File: src/rtl/pmu_consts.svh
`ifndef PMU_CONSTS_SVH
`define PMU_CONSTS_SVH

// datapath widths
`define PMU_CTR_W       64
`define PMU_FETCH_W     32
`define PMU_ADDR_W      5

// bank sizes
`define PMU_NUM_CLASS   6
`define PMU_NUM_TRAFFIC 2

// rv32 major opcodes, bits [6:0]
`define RV_OP_LOAD      7'b0000011
`define RV_OP_STORE     7'b0100011
`define RV_OP_BRANCH    7'b1100011
`define RV_OP_JAL       7'b1101111
`define RV_OP_JALR      7'b1100111
`define RV_OP_IMM       7'b0010011
`define RV_OP_REG       7'b0110011
`define RV_OP_LUI       7'b0110111
`define RV_OP_AUIPC     7'b0010111
`define RV_OP_SYSTEM    7'b1110011

`endif

File: src/rtl/rv_inst_pkg.sv
package rv_inst_pkg;

    // coarse class of a fetched instruction
    // the encoding doubles as the counter index in each class bank
    typedef enum logic [2:0] {
        ALU    = 3'd0,  // op-imm, op, lui, auipc
        BRANCH = 3'd1,  // branch, jal, jalr
        CSR    = 3'd2,  // system opcode
        LOAD   = 3'd3,
        STORE  = 3'd4,
        OTHER  = 3'd5   // fence, amo, illegal ...
    } inst_class_t;

endpackage

File: src/rtl/pmu_map_pkg.sv
`include "pmu_consts.svh"

package pmu_map_pkg;

    // memory traffic events, index into the traffic bank
    typedef enum logic [0:0] {
        FETCH_BEAT = 1'b0,
        LSU_READ   = 1'b1
    } traffic_t;

    // readable counter addresses, anything above CYC_OTHER reads zero
    typedef enum logic [`PMU_ADDR_W-1:0] {
        CYCLES       = 5'd0,
        FETCHES      = 5'd1,
        LSU_READS    = 5'd2,
        FETCH_ALU    = 5'd3,    // fetch counts, class order
        FETCH_BRANCH = 5'd4,
        FETCH_CSR    = 5'd5,
        FETCH_LOAD   = 5'd6,
        FETCH_STORE  = 5'd7,
        FETCH_OTHER  = 5'd8,
        CYC_ALU      = 5'd9,    // cycle counts, class order
        CYC_BRANCH   = 5'd10,
        CYC_CSR      = 5'd11,
        CYC_LOAD     = 5'd12,
        CYC_STORE    = 5'd13,
        CYC_OTHER    = 5'd14
    } ctr_addr_t;

endpackage

File: src/rtl/pmu_counter_bank.sv
`timescale 1ns/1ps
`include "pmu_consts.svh"

module pmu_counter_bank #(
    parameter int  N     = 2,
    parameter type idx_t = logic [0:0]
) (
    input  logic                  clk,
    input  logic                  rst_n,
    input  logic [N-1:0]          inc,
    input  idx_t                  rd_idx,
    output logic [`PMU_CTR_W-1:0] rd_data
);

    logic [`PMU_CTR_W-1:0] ctr [N];

    // entries count independently, any number per cycle
    always_ff @(posedge clk) begin
        if (!rst_n) begin
            for (int i = 0; i < N; i++) begin
                ctr[i] <= '0;
            end
        end else begin
            for (int i = 0; i < N; i++) begin
                if (inc[i]) begin
                    ctr[i] <= ctr[i] + `PMU_CTR_W'(1);
                end
            end
        end
    end

    assign rd_data = ctr[rd_idx];   // read before this edge's update

    // readout must only steer into populated entries
    a_rd_idx_range: assert property (
        @(posedge clk) disable iff (!rst_n)
        int'(rd_idx) < N
    );

endmodule

File: src/rtl/pmu_fetch_profiler.sv
`timescale 1ns/1ps
`include "pmu_consts.svh"

module pmu_fetch_profiler (
    input  logic                     clk,
    input  logic                     rst_n,
    input  logic                     fetch_rvalid,
    input  logic                     fetch_rready,
    input  logic [`PMU_FETCH_W-1:0]  fetch_rdata,
    input  logic                     lsu_rvalid,
    input  logic                     lsu_rready,
    input  rv_inst_pkg::inst_class_t class_rd_idx,
    input  pmu_map_pkg::traffic_t    traffic_rd_idx,
    output logic                     fetch_fire,
    output rv_inst_pkg::inst_class_t fetch_class,
    output logic [`PMU_CTR_W-1:0]    class_fetch_data,
    output logic [`PMU_CTR_W-1:0]    traffic_data
);

    logic [`PMU_NUM_CLASS-1:0]   class_inc;
    logic [`PMU_NUM_TRAFFIC-1:0] traffic_inc;

    assign fetch_fire = fetch_rvalid & fetch_rready;

    always_comb begin
        case (fetch_rdata[6:0])
            `RV_OP_IMM, `RV_OP_REG, `RV_OP_LUI, `RV_OP_AUIPC:
                fetch_class = rv_inst_pkg::ALU;
            `RV_OP_BRANCH, `RV_OP_JAL, `RV_OP_JALR:
                fetch_class = rv_inst_pkg::BRANCH;
            `RV_OP_SYSTEM:
                fetch_class = rv_inst_pkg::CSR;
            `RV_OP_LOAD:
                fetch_class = rv_inst_pkg::LOAD;
            `RV_OP_STORE:
                fetch_class = rv_inst_pkg::STORE;
            default:
                fetch_class = rv_inst_pkg::OTHER;
        endcase
    end

    always_comb begin
        class_inc = '0;
        if (fetch_fire) begin
            class_inc[fetch_class] = 1'b1;  // one-hot on the decoded class
        end
    end

    always_comb begin
        traffic_inc = '0;
        traffic_inc[pmu_map_pkg::FETCH_BEAT] = fetch_fire;
        traffic_inc[pmu_map_pkg::LSU_READ]   = lsu_rvalid & lsu_rready;
    end

    pmu_counter_bank #(
        .N     (`PMU_NUM_CLASS),
        .idx_t (rv_inst_pkg::inst_class_t)
    ) i_class_bank (
        .clk     (clk),
        .rst_n   (rst_n),
        .inc     (class_inc),
        .rd_idx  (class_rd_idx),
        .rd_data (class_fetch_data)
    );

    pmu_counter_bank #(
        .N     (`PMU_NUM_TRAFFIC),
        .idx_t (pmu_map_pkg::traffic_t)
    ) i_traffic_bank (
        .clk     (clk),
        .rst_n   (rst_n),
        .inc     (traffic_inc),
        .rd_idx  (traffic_rd_idx),
        .rd_data (traffic_data)
    );

endmodule

File: src/rtl/pmu_cycle_profiler.sv
`timescale 1ns/1ps
`include "pmu_consts.svh"

module pmu_cycle_profiler (
    input  logic                     clk,
    input  logic                     rst_n,
    input  logic                     fetch_fire,
    input  rv_inst_pkg::inst_class_t fetch_class,
    input  logic                     ins_retire,
    input  rv_inst_pkg::inst_class_t class_rd_idx,
    output logic [`PMU_CTR_W-1:0]    class_cycle_data,
    output logic [`PMU_CTR_W-1:0]    cycle_total
);

    rv_inst_pkg::inst_class_t  cur_class;
    logic                      idle;
    logic [`PMU_NUM_CLASS-1:0] cyc_inc;

    // class owns cycles from its fetch up to the next retire
    always_ff @(posedge clk) begin
        if (!rst_n) begin
            cur_class <= rv_inst_pkg::ALU;
            idle      <= 1'b1;
        end else if (fetch_fire) begin
            cur_class <= fetch_class;   // fetch wins over retire
            idle      <= 1'b0;
        end else if (ins_retire) begin
            idle      <= 1'b1;
        end
    end

    always_comb begin
        cyc_inc = '0;
        if (!idle) begin
            cyc_inc[cur_class] = 1'b1;
        end
    end

    always_ff @(posedge clk) begin
        if (!rst_n) begin
            cycle_total <= '0;
        end else begin
            cycle_total <= cycle_total + `PMU_CTR_W'(1);
        end
    end

    pmu_counter_bank #(
        .N     (`PMU_NUM_CLASS),
        .idx_t (rv_inst_pkg::inst_class_t)
    ) i_cycle_bank (
        .clk     (clk),
        .rst_n   (rst_n),
        .inc     (cyc_inc),
        .rd_idx  (class_rd_idx),
        .rd_data (class_cycle_data)
    );

    // a fetch always starts attribution on the next cycle
    a_fire_leaves_idle: assert property (
        @(posedge clk) disable iff (!rst_n)
        fetch_fire |=> !idle
    );

endmodule

File: src/rtl/pmu_readout.sv
`timescale 1ns/1ps
`include "pmu_consts.svh"

module pmu_readout (
    input  logic                     clk,
    input  logic                     rst_n,
    input  logic                     rd_en,
    input  pmu_map_pkg::ctr_addr_t   rd_addr,
    input  logic [`PMU_CTR_W-1:0]    class_fetch_data,
    input  logic [`PMU_CTR_W-1:0]    traffic_data,
    input  logic [`PMU_CTR_W-1:0]    class_cycle_data,
    input  logic [`PMU_CTR_W-1:0]    cycle_total,
    output rv_inst_pkg::inst_class_t class_rd_idx,
    output pmu_map_pkg::traffic_t    traffic_rd_idx,
    output logic                     rd_valid,
    output logic [`PMU_CTR_W-1:0]    rd_data
);

    localparam int CLS_W = $bits(rv_inst_pkg::inst_class_t);

    typedef enum logic [2:0] {
        SRC_NONE,
        SRC_TOTAL,
        SRC_TRAFFIC,
        SRC_CLS_FETCH,
        SRC_CLS_CYCLE
    } src_t;

    src_t                  src;
    logic [`PMU_ADDR_W-1:0] addr;
    logic [`PMU_ADDR_W-1:0] fetch_off;
    logic [`PMU_ADDR_W-1:0] cyc_off;
    logic [`PMU_CTR_W-1:0]  sel_data;

    assign addr      = rd_addr;
    assign fetch_off = addr - `PMU_ADDR_W'(pmu_map_pkg::FETCH_ALU);
    assign cyc_off   = addr - `PMU_ADDR_W'(pmu_map_pkg::CYC_ALU);

    // indices idle at entry 0 so the banks never see an empty slot
    always_comb begin
        src            = SRC_NONE;
        class_rd_idx   = rv_inst_pkg::ALU;
        traffic_rd_idx = pmu_map_pkg::FETCH_BEAT;
        if (rd_addr == pmu_map_pkg::CYCLES) begin
            src = SRC_TOTAL;
        end else if (rd_addr == pmu_map_pkg::FETCHES) begin
            src = SRC_TRAFFIC;
        end else if (rd_addr == pmu_map_pkg::LSU_READS) begin
            src            = SRC_TRAFFIC;
            traffic_rd_idx = pmu_map_pkg::LSU_READ;
        end else if (addr >= pmu_map_pkg::FETCH_ALU && addr <= pmu_map_pkg::FETCH_OTHER) begin
            src          = SRC_CLS_FETCH;
            class_rd_idx = rv_inst_pkg::inst_class_t'(fetch_off[CLS_W-1:0]);
        end else if (addr >= pmu_map_pkg::CYC_ALU && addr <= pmu_map_pkg::CYC_OTHER) begin
            src          = SRC_CLS_CYCLE;
            class_rd_idx = rv_inst_pkg::inst_class_t'(cyc_off[CLS_W-1:0]);
        end
    end

    always_comb begin
        case (src)
            SRC_TOTAL:     sel_data = cycle_total;
            SRC_TRAFFIC:   sel_data = traffic_data;
            SRC_CLS_FETCH: sel_data = class_fetch_data;
            SRC_CLS_CYCLE: sel_data = class_cycle_data;
            default:       sel_data = '0;   // unmapped
        endcase
    end

    always_ff @(posedge clk) begin
        if (!rst_n) begin
            rd_valid <= 1'b0;
        end else begin
            rd_valid <= rd_en;
        end
    end

    always_ff @(posedge clk) begin
        if (rd_en) begin
            rd_data <= sel_data;    // pre-update snapshot
        end
    end

    a_valid_follows_strobe: assert property (
        @(posedge clk) disable iff (!rst_n)
        rd_valid |-> $past(rd_en)
    );

endmodule

File: src/rtl/pmu_top.sv
`timescale 1ns/1ps
`include "pmu_consts.svh"

module pmu_top (
    input  logic                    clk,
    input  logic                    rst_n,
    input  logic                    fetch_rvalid,
    input  logic                    fetch_rready,
    input  logic [`PMU_FETCH_W-1:0] fetch_rdata,
    input  logic                    lsu_rvalid,
    input  logic                    lsu_rready,
    input  logic                    ins_retire,
    input  logic                    rd_en,
    input  pmu_map_pkg::ctr_addr_t  rd_addr,
    output logic                    rd_valid,
    output logic [`PMU_CTR_W-1:0]   rd_data
);

    logic                     fetch_fire;
    rv_inst_pkg::inst_class_t fetch_class;
    rv_inst_pkg::inst_class_t class_rd_idx;
    pmu_map_pkg::traffic_t    traffic_rd_idx;
    logic [`PMU_CTR_W-1:0]    class_fetch_data;
    logic [`PMU_CTR_W-1:0]    traffic_data;
    logic [`PMU_CTR_W-1:0]    class_cycle_data;
    logic [`PMU_CTR_W-1:0]    cycle_total;

    pmu_fetch_profiler i_fetch_prof (
        .clk              (clk),
        .rst_n            (rst_n),
        .fetch_rvalid     (fetch_rvalid),
        .fetch_rready     (fetch_rready),
        .fetch_rdata      (fetch_rdata),
        .lsu_rvalid       (lsu_rvalid),
        .lsu_rready       (lsu_rready),
        .class_rd_idx     (class_rd_idx),
        .traffic_rd_idx   (traffic_rd_idx),
        .fetch_fire       (fetch_fire),
        .fetch_class      (fetch_class),
        .class_fetch_data (class_fetch_data),
        .traffic_data     (traffic_data)
    );

    pmu_cycle_profiler i_cycle_prof (
        .clk              (clk),
        .rst_n            (rst_n),
        .fetch_fire       (fetch_fire),
        .fetch_class      (fetch_class),
        .ins_retire       (ins_retire),
        .class_rd_idx     (class_rd_idx),
        .class_cycle_data (class_cycle_data),
        .cycle_total      (cycle_total)
    );

    pmu_readout i_readout (
        .clk              (clk),
        .rst_n            (rst_n),
        .rd_en            (rd_en),
        .rd_addr          (rd_addr),
        .class_fetch_data (class_fetch_data),
        .traffic_data     (traffic_data),
        .class_cycle_data (class_cycle_data),
        .cycle_total      (cycle_total),
        .class_rd_idx     (class_rd_idx),
        .traffic_rd_idx   (traffic_rd_idx),
        .rd_valid         (rd_valid),
        .rd_data          (rd_data)
    );

endmodule

File: config.mk
export PLATFORM = sky130hd
export DESIGN_NAME = pmu_top
export DESIGN_NICKNAME = d
export VERILOG_FILES = /design/src/rtl/rv_inst_pkg.sv /design/src/rtl/pmu_map_pkg.sv /design/src/rtl/pmu_counter_bank.sv /design/src/rtl/pmu_fetch_profiler.sv /design/src/rtl/pmu_cycle_profiler.sv /design/src/rtl/pmu_readout.sv /design/src/rtl/pmu_top.sv
export VERILOG_INCLUDE_DIRS = /design/src /design/src/rtl
export SDC_FILE = /design/constraint.sdc
export NUM_CORES = 2
export LEC_CHECK = 0
export BUFFER_PORTS_ARGS = -buffer_cell sky130_fd_sc_hd__buf_4
export CORE_MARGIN = 4
export CORE_UTILIZATION = 60
export DETAILED_ROUTE_END_ITERATION = 16
export GPL_TIMING_DRIVEN = 0
export PLACE_DENSITY = 0.77
export SETUP_SLACK_MARGIN = 0.5
export SLEW_MARGIN = 30
export SYNTH_ARGS = -nofsm -noshare
export SYNTH_HDL_FRONTEND = slang
export SYNTH_SLANG_ARGS = --single-unit
File: constraint.sdc
create_clock -name clk -period 8.55 [get_ports clk]
set_clock_uncertainty 0.1 [all_clocks]
set_input_delay 1.2825 -clock clk [delete_from_list [all_inputs] [get_ports clk]]
set_output_delay 1.2825 -clock clk [all_outputs]
set_load 0.02 [all_outputs]
==> reports/results.txt <==
Synthesis handed over a netlist of 5962 instances. Grouping stages by cell kind, the critical path spends the most delay in buffers and inverters. In this design, the stage delay of the slowest critical-path cell is 0.81 ns.

The final layout contains routed wiring with a total length of 218 mm. In this run the deepest clock path goes through 3 buffers. The share of the synthesized area in the top cell type is 0.469. The worst relative slew slack is 0.228.

The tools report the depth of the CTS H-tree as 3. The wire length the detailed router placed on met1 came out at 79.7 mm. The run gives 7.23 ns as the worst path arrival time. The worst setup path is of the in -> reg kind. The die covers 0.108 mm^2. Detailed placement finished with a half-perimeter wire length of 165 mm. The worst-case IR drop observed on VDD is 0.234 mV.

110 I/O pins were placed. Data on the critical path is required at its endpoint by 8.79 ns. Among all flip-flop cells after synthesis, the most frequent one is edfxtp_1. Count of buffering cells on the critical path with inverters included: 8. TritonCTS built the clock tree.

The number of antenna violations at the first check in global routing came out at 9. In this run the core area contains 117 standard-cell rows. The average footprint of a synthesized cell works out to 10.3 um^2. The largest total area in the synthesized netlist belongs to edfxtp_1. The slew at the pin closest to its max-slew limit was 1.15 ns. In the final routed layout, each cell accounts on average for 28.5 um. The share of async-settable or async-resettable flops after synthesis works out to 0. Input and output buffers added on the ports amount to 82. The final cycle utilization of the critical path came out at 0.817.

Walking the worst path, the cells encountered are buf_4, clkbuf_1, clkbuf_2, buf_2, inv_1, ha_1, nor3_1, o311ai_0, o22ai_1, buf_2, buf_2, buf_2, mux4_2, o21ai_0, nand3_1. The number of nets in the final layout is 6263. The tools report the final core utilization as 0.673. Register bit total from synthesis: 1029. The synthesis-to-finish area growth is 11.5%. The run finished with clean final reports. The final global-route overflow total was 0. Clock-pin slew was measured on the worst setup and hold paths at 0.05 ns. Synthesis produced a netlist with a net count of 6026.

After detailed routing, the number of remaining DRC violations is 0. The synthesized netlist contains 78 unique library cells. Yosys attributes the largest share of cell area to edfxtp_1 47%, xor2_1 5.6%, nor2_1 5.2%. The number of clock buffers added by TritonCTS is 113. Post-layout minimum cycle time: 6.99 ns. The tightest min-delay check is of the reg -> reg type.

At the end of routability-driven placement, the weighted congestion stood at 1.06. Post-CTS timing repair inserted 0 buffers for setup. For this run, the detailed router's first-pass iteration total came to 10. The ratio of total power to cell area was 177 mW/mm^2. The count of final max-slew check failures is 0, and the per-cell via count in the routed design is 6.87.

The placeable core area was 0.102 mm^2; the accumulated negative setup slack was 0 ns. The highest clock rate was 143 MHz; the sequential cell area was 0.0302 mm^2. The most frequent cell on the critical path is buf_2. Once detail routing completed, the nets flagged for antenna violations numbered 0. The tree built by TritonCTS fans out to 1029 sinks.

The cell at the root of the clock tree is clkbuf_16. For this block, the initial DRC count from the detailed router was 9472. Leaving out fill and tap cells, the most frequent cells in the layout are 960 x edfxtp_1, 857 x nor2_1, 412 x nand3_1, 394 x nand2_1, 390 x xor2_1. Quantity of gates resized following cts: 0. The run gives 7810 as the fill cell total of the finished layout. The starting utilization of the core area was 0.604. The clock reaches the later pin of the worst-skew pair after 0.73 ns. The tools report the share of the yosys chip area belonging to registers as 0.492. The slowest stage of the critical path is the o21ai_0 cell. The via count was 52641.

Yosys mapped a number of flops with a built-in enable equal to 960. The first global-routing pass estimated 316 mm of wire. The most common library cell in the layout ignoring fill and taps is edfxtp_1. For the number of setup violations in the final report, the log shows 0. The run gives 0.397 as the overall track demand over capacity in global routing.

The routed design uses 88.1 mm of met2 wire. For this run, the number of Yosys warnings is 0. STA classifies the critical path endpoint as a flop. Highest signal layer in the routed design: met5. For the number of global-route vias before repair, the log shows 47657. Post-synthesis instance area: 0.0614 mm^2. Setup repair after global routing left no endpoint under its margin. The run gives 21.8 nW as the leakage power total. The count of max-cap constraint violations is 0, and the share of final-layout standard cells stronger than drive strength 1 is 0.103. The chip width came out at 328 um.

From bottom edge to top edge, the die measures 328 um. The launching element type of the critical path is a primary input. The count of hold-fix buffers inserted at cts came out at 0. Of all nets on the critical path, the largest fanout is 10.

The count of final hold-check violations came out at 0. The logs give 35.6 mm for the met3 routed wirelength and 0.0297 mm^2 for the area of the multi-input gates. The tools report the largest net degree at the start of global routing as 66.
[metrics by stage]
step / worst slack (ns) / power [W] / hold WS (ns) / area [um^2] / std cells
3_3_place_gp: -1.97 / 0.00721 / 0.367 / 63800 / 7412
3_5_place_dp: 1.27 / 0.00725 / 0.383 / 64900 / 7452
5_1_grt: 1.50 / 0.0124 / 0.418 / 68500 / 7661
4_1_cts: 2.01 / 0.0121 / 0.390 / 68500 / 7660
2_1_floorplan: 1.49 / 0.00667 / 0.337 / 61400 / 5962
6_report: 1.56 / 0.0122 / 0.394 / 68500 / 7662
[flip-flops by register name, summed over array words and instances (netlist names)]
register and cells:
i_cycle_prof.cycle_total 64, i_readout.rd_valid 1, i_readout.rd_data 64, i_fetch_prof.i_traffic_bank.ctr 128
i_fetch_prof.i_class_bank.ctr 384, i_cycle_prof.idle 1, i_cycle_prof.cur_class 3, i_cycle_prof.i_cycle_bank.ctr 384
[cell usage after synthesis (5+ instances only)]
cell type,instances
nand2b_1,13
buf_1,22
a21oi_1,246
nor2b_1,9
xnor2_1,349
and2_1,65
o21ai_0,235
buf_4,5
o21a_1,10
ha_1,19
inv_1,129
nand3_1,412
nor3_1,147
nand2_1,398
clkbuf_1,232
o31ai_1,29
dfxtp_1,69
nor2_1,859
o31a_1,5
and4_1,124
nand4_1,272
nor4_2,6
nor3b_1,6
a31o_2,7
and3_1,119
or2_2,14
nor3_2,5
mux2_2,108
xor2_1,390
or4_1,39
mux2i_1,74
buf_2,43
nand3b_1,7
nor4_1,127
a222oi_1,64
edfxtp_1,960
or3_1,153
mux4_2,124
[path summary, 6_finish.rpt]
check,start,to,slack [ns],cells past startpoint
worst max-delay path,rd_addr[0],i_readout.rd_data[38]$_DFFE_PP_,1.56,15
worst min-delay path,i_cycle_prof.cycle_total[63]$_SDFF_PN0_,i_cycle_prof.cycle_total[63]$_SDFF_PN0_,0.39,2
worst max register to register,i_cycle_prof.i_cycle_bank.ctr[1][0]$_SDFFCE_PN0P_,i_cycle_prof.i_cycle_bank.ctr[1][56]$_SDFFCE_PN0P_,4.86,7
worst min register to register,i_cycle_prof.cycle_total[63]$_SDFF_PN0_,i_cycle_prof.cycle_total[63]$_SDFF_PN0_,0.39,2
[area by class of cell]
type,count,area share
diodes,2,0.0000731
plain buffers,308,0.0188
clock buffers,146,0.0449
clock inverters,62,0.00762
inverters,130,0.00712
multi-input cells,4495,0.433
flip-flops and latches,1029,0.441
well taps,1368,0.0250
repair buffers,122,0.0223
[kinds of logic (layout without fill, tap and decap cells)]
logic type,Yosys count,in the layout,synth area share
flip-flops,1029,1029,0.492
buffers and inverters,438,768,0.0288
AO/OA/AOI/OAI,622,622,0.0599
XOR/XNOR,739,739,0.105
multiplexers,307,307,0.0777
AND/OR/NAND/NOR,2808,2808,0.233
other,0,2,0
adder cells (fa/ha/maj),19,19,0.00387
[routing by layer]
layer,vias to the layer above,track usage
met5,-,0
li1,22682,-
met3,633,0.136
met1,25373,0.555
met2,3947,0.546
met4,6,0.208
[worst min-delay path, stage by stage (launching register included)]
cell and delay, ns:
dfxtp_1 0.32, o31ai_1 0.07, a21oi_1 0.06
[where the power goes]
| group | switching [W] | leakage (nW) | internal (W) |
|---|---|---|---|
| clock network | 0.00213 | 1.76 | 0.00279 |
| logic | 0.000750 | 9.45 | 0.000412 |
| registers | 0.000320 | 10.5 | 0.00575 |
(Power assumes the default switching activity.)
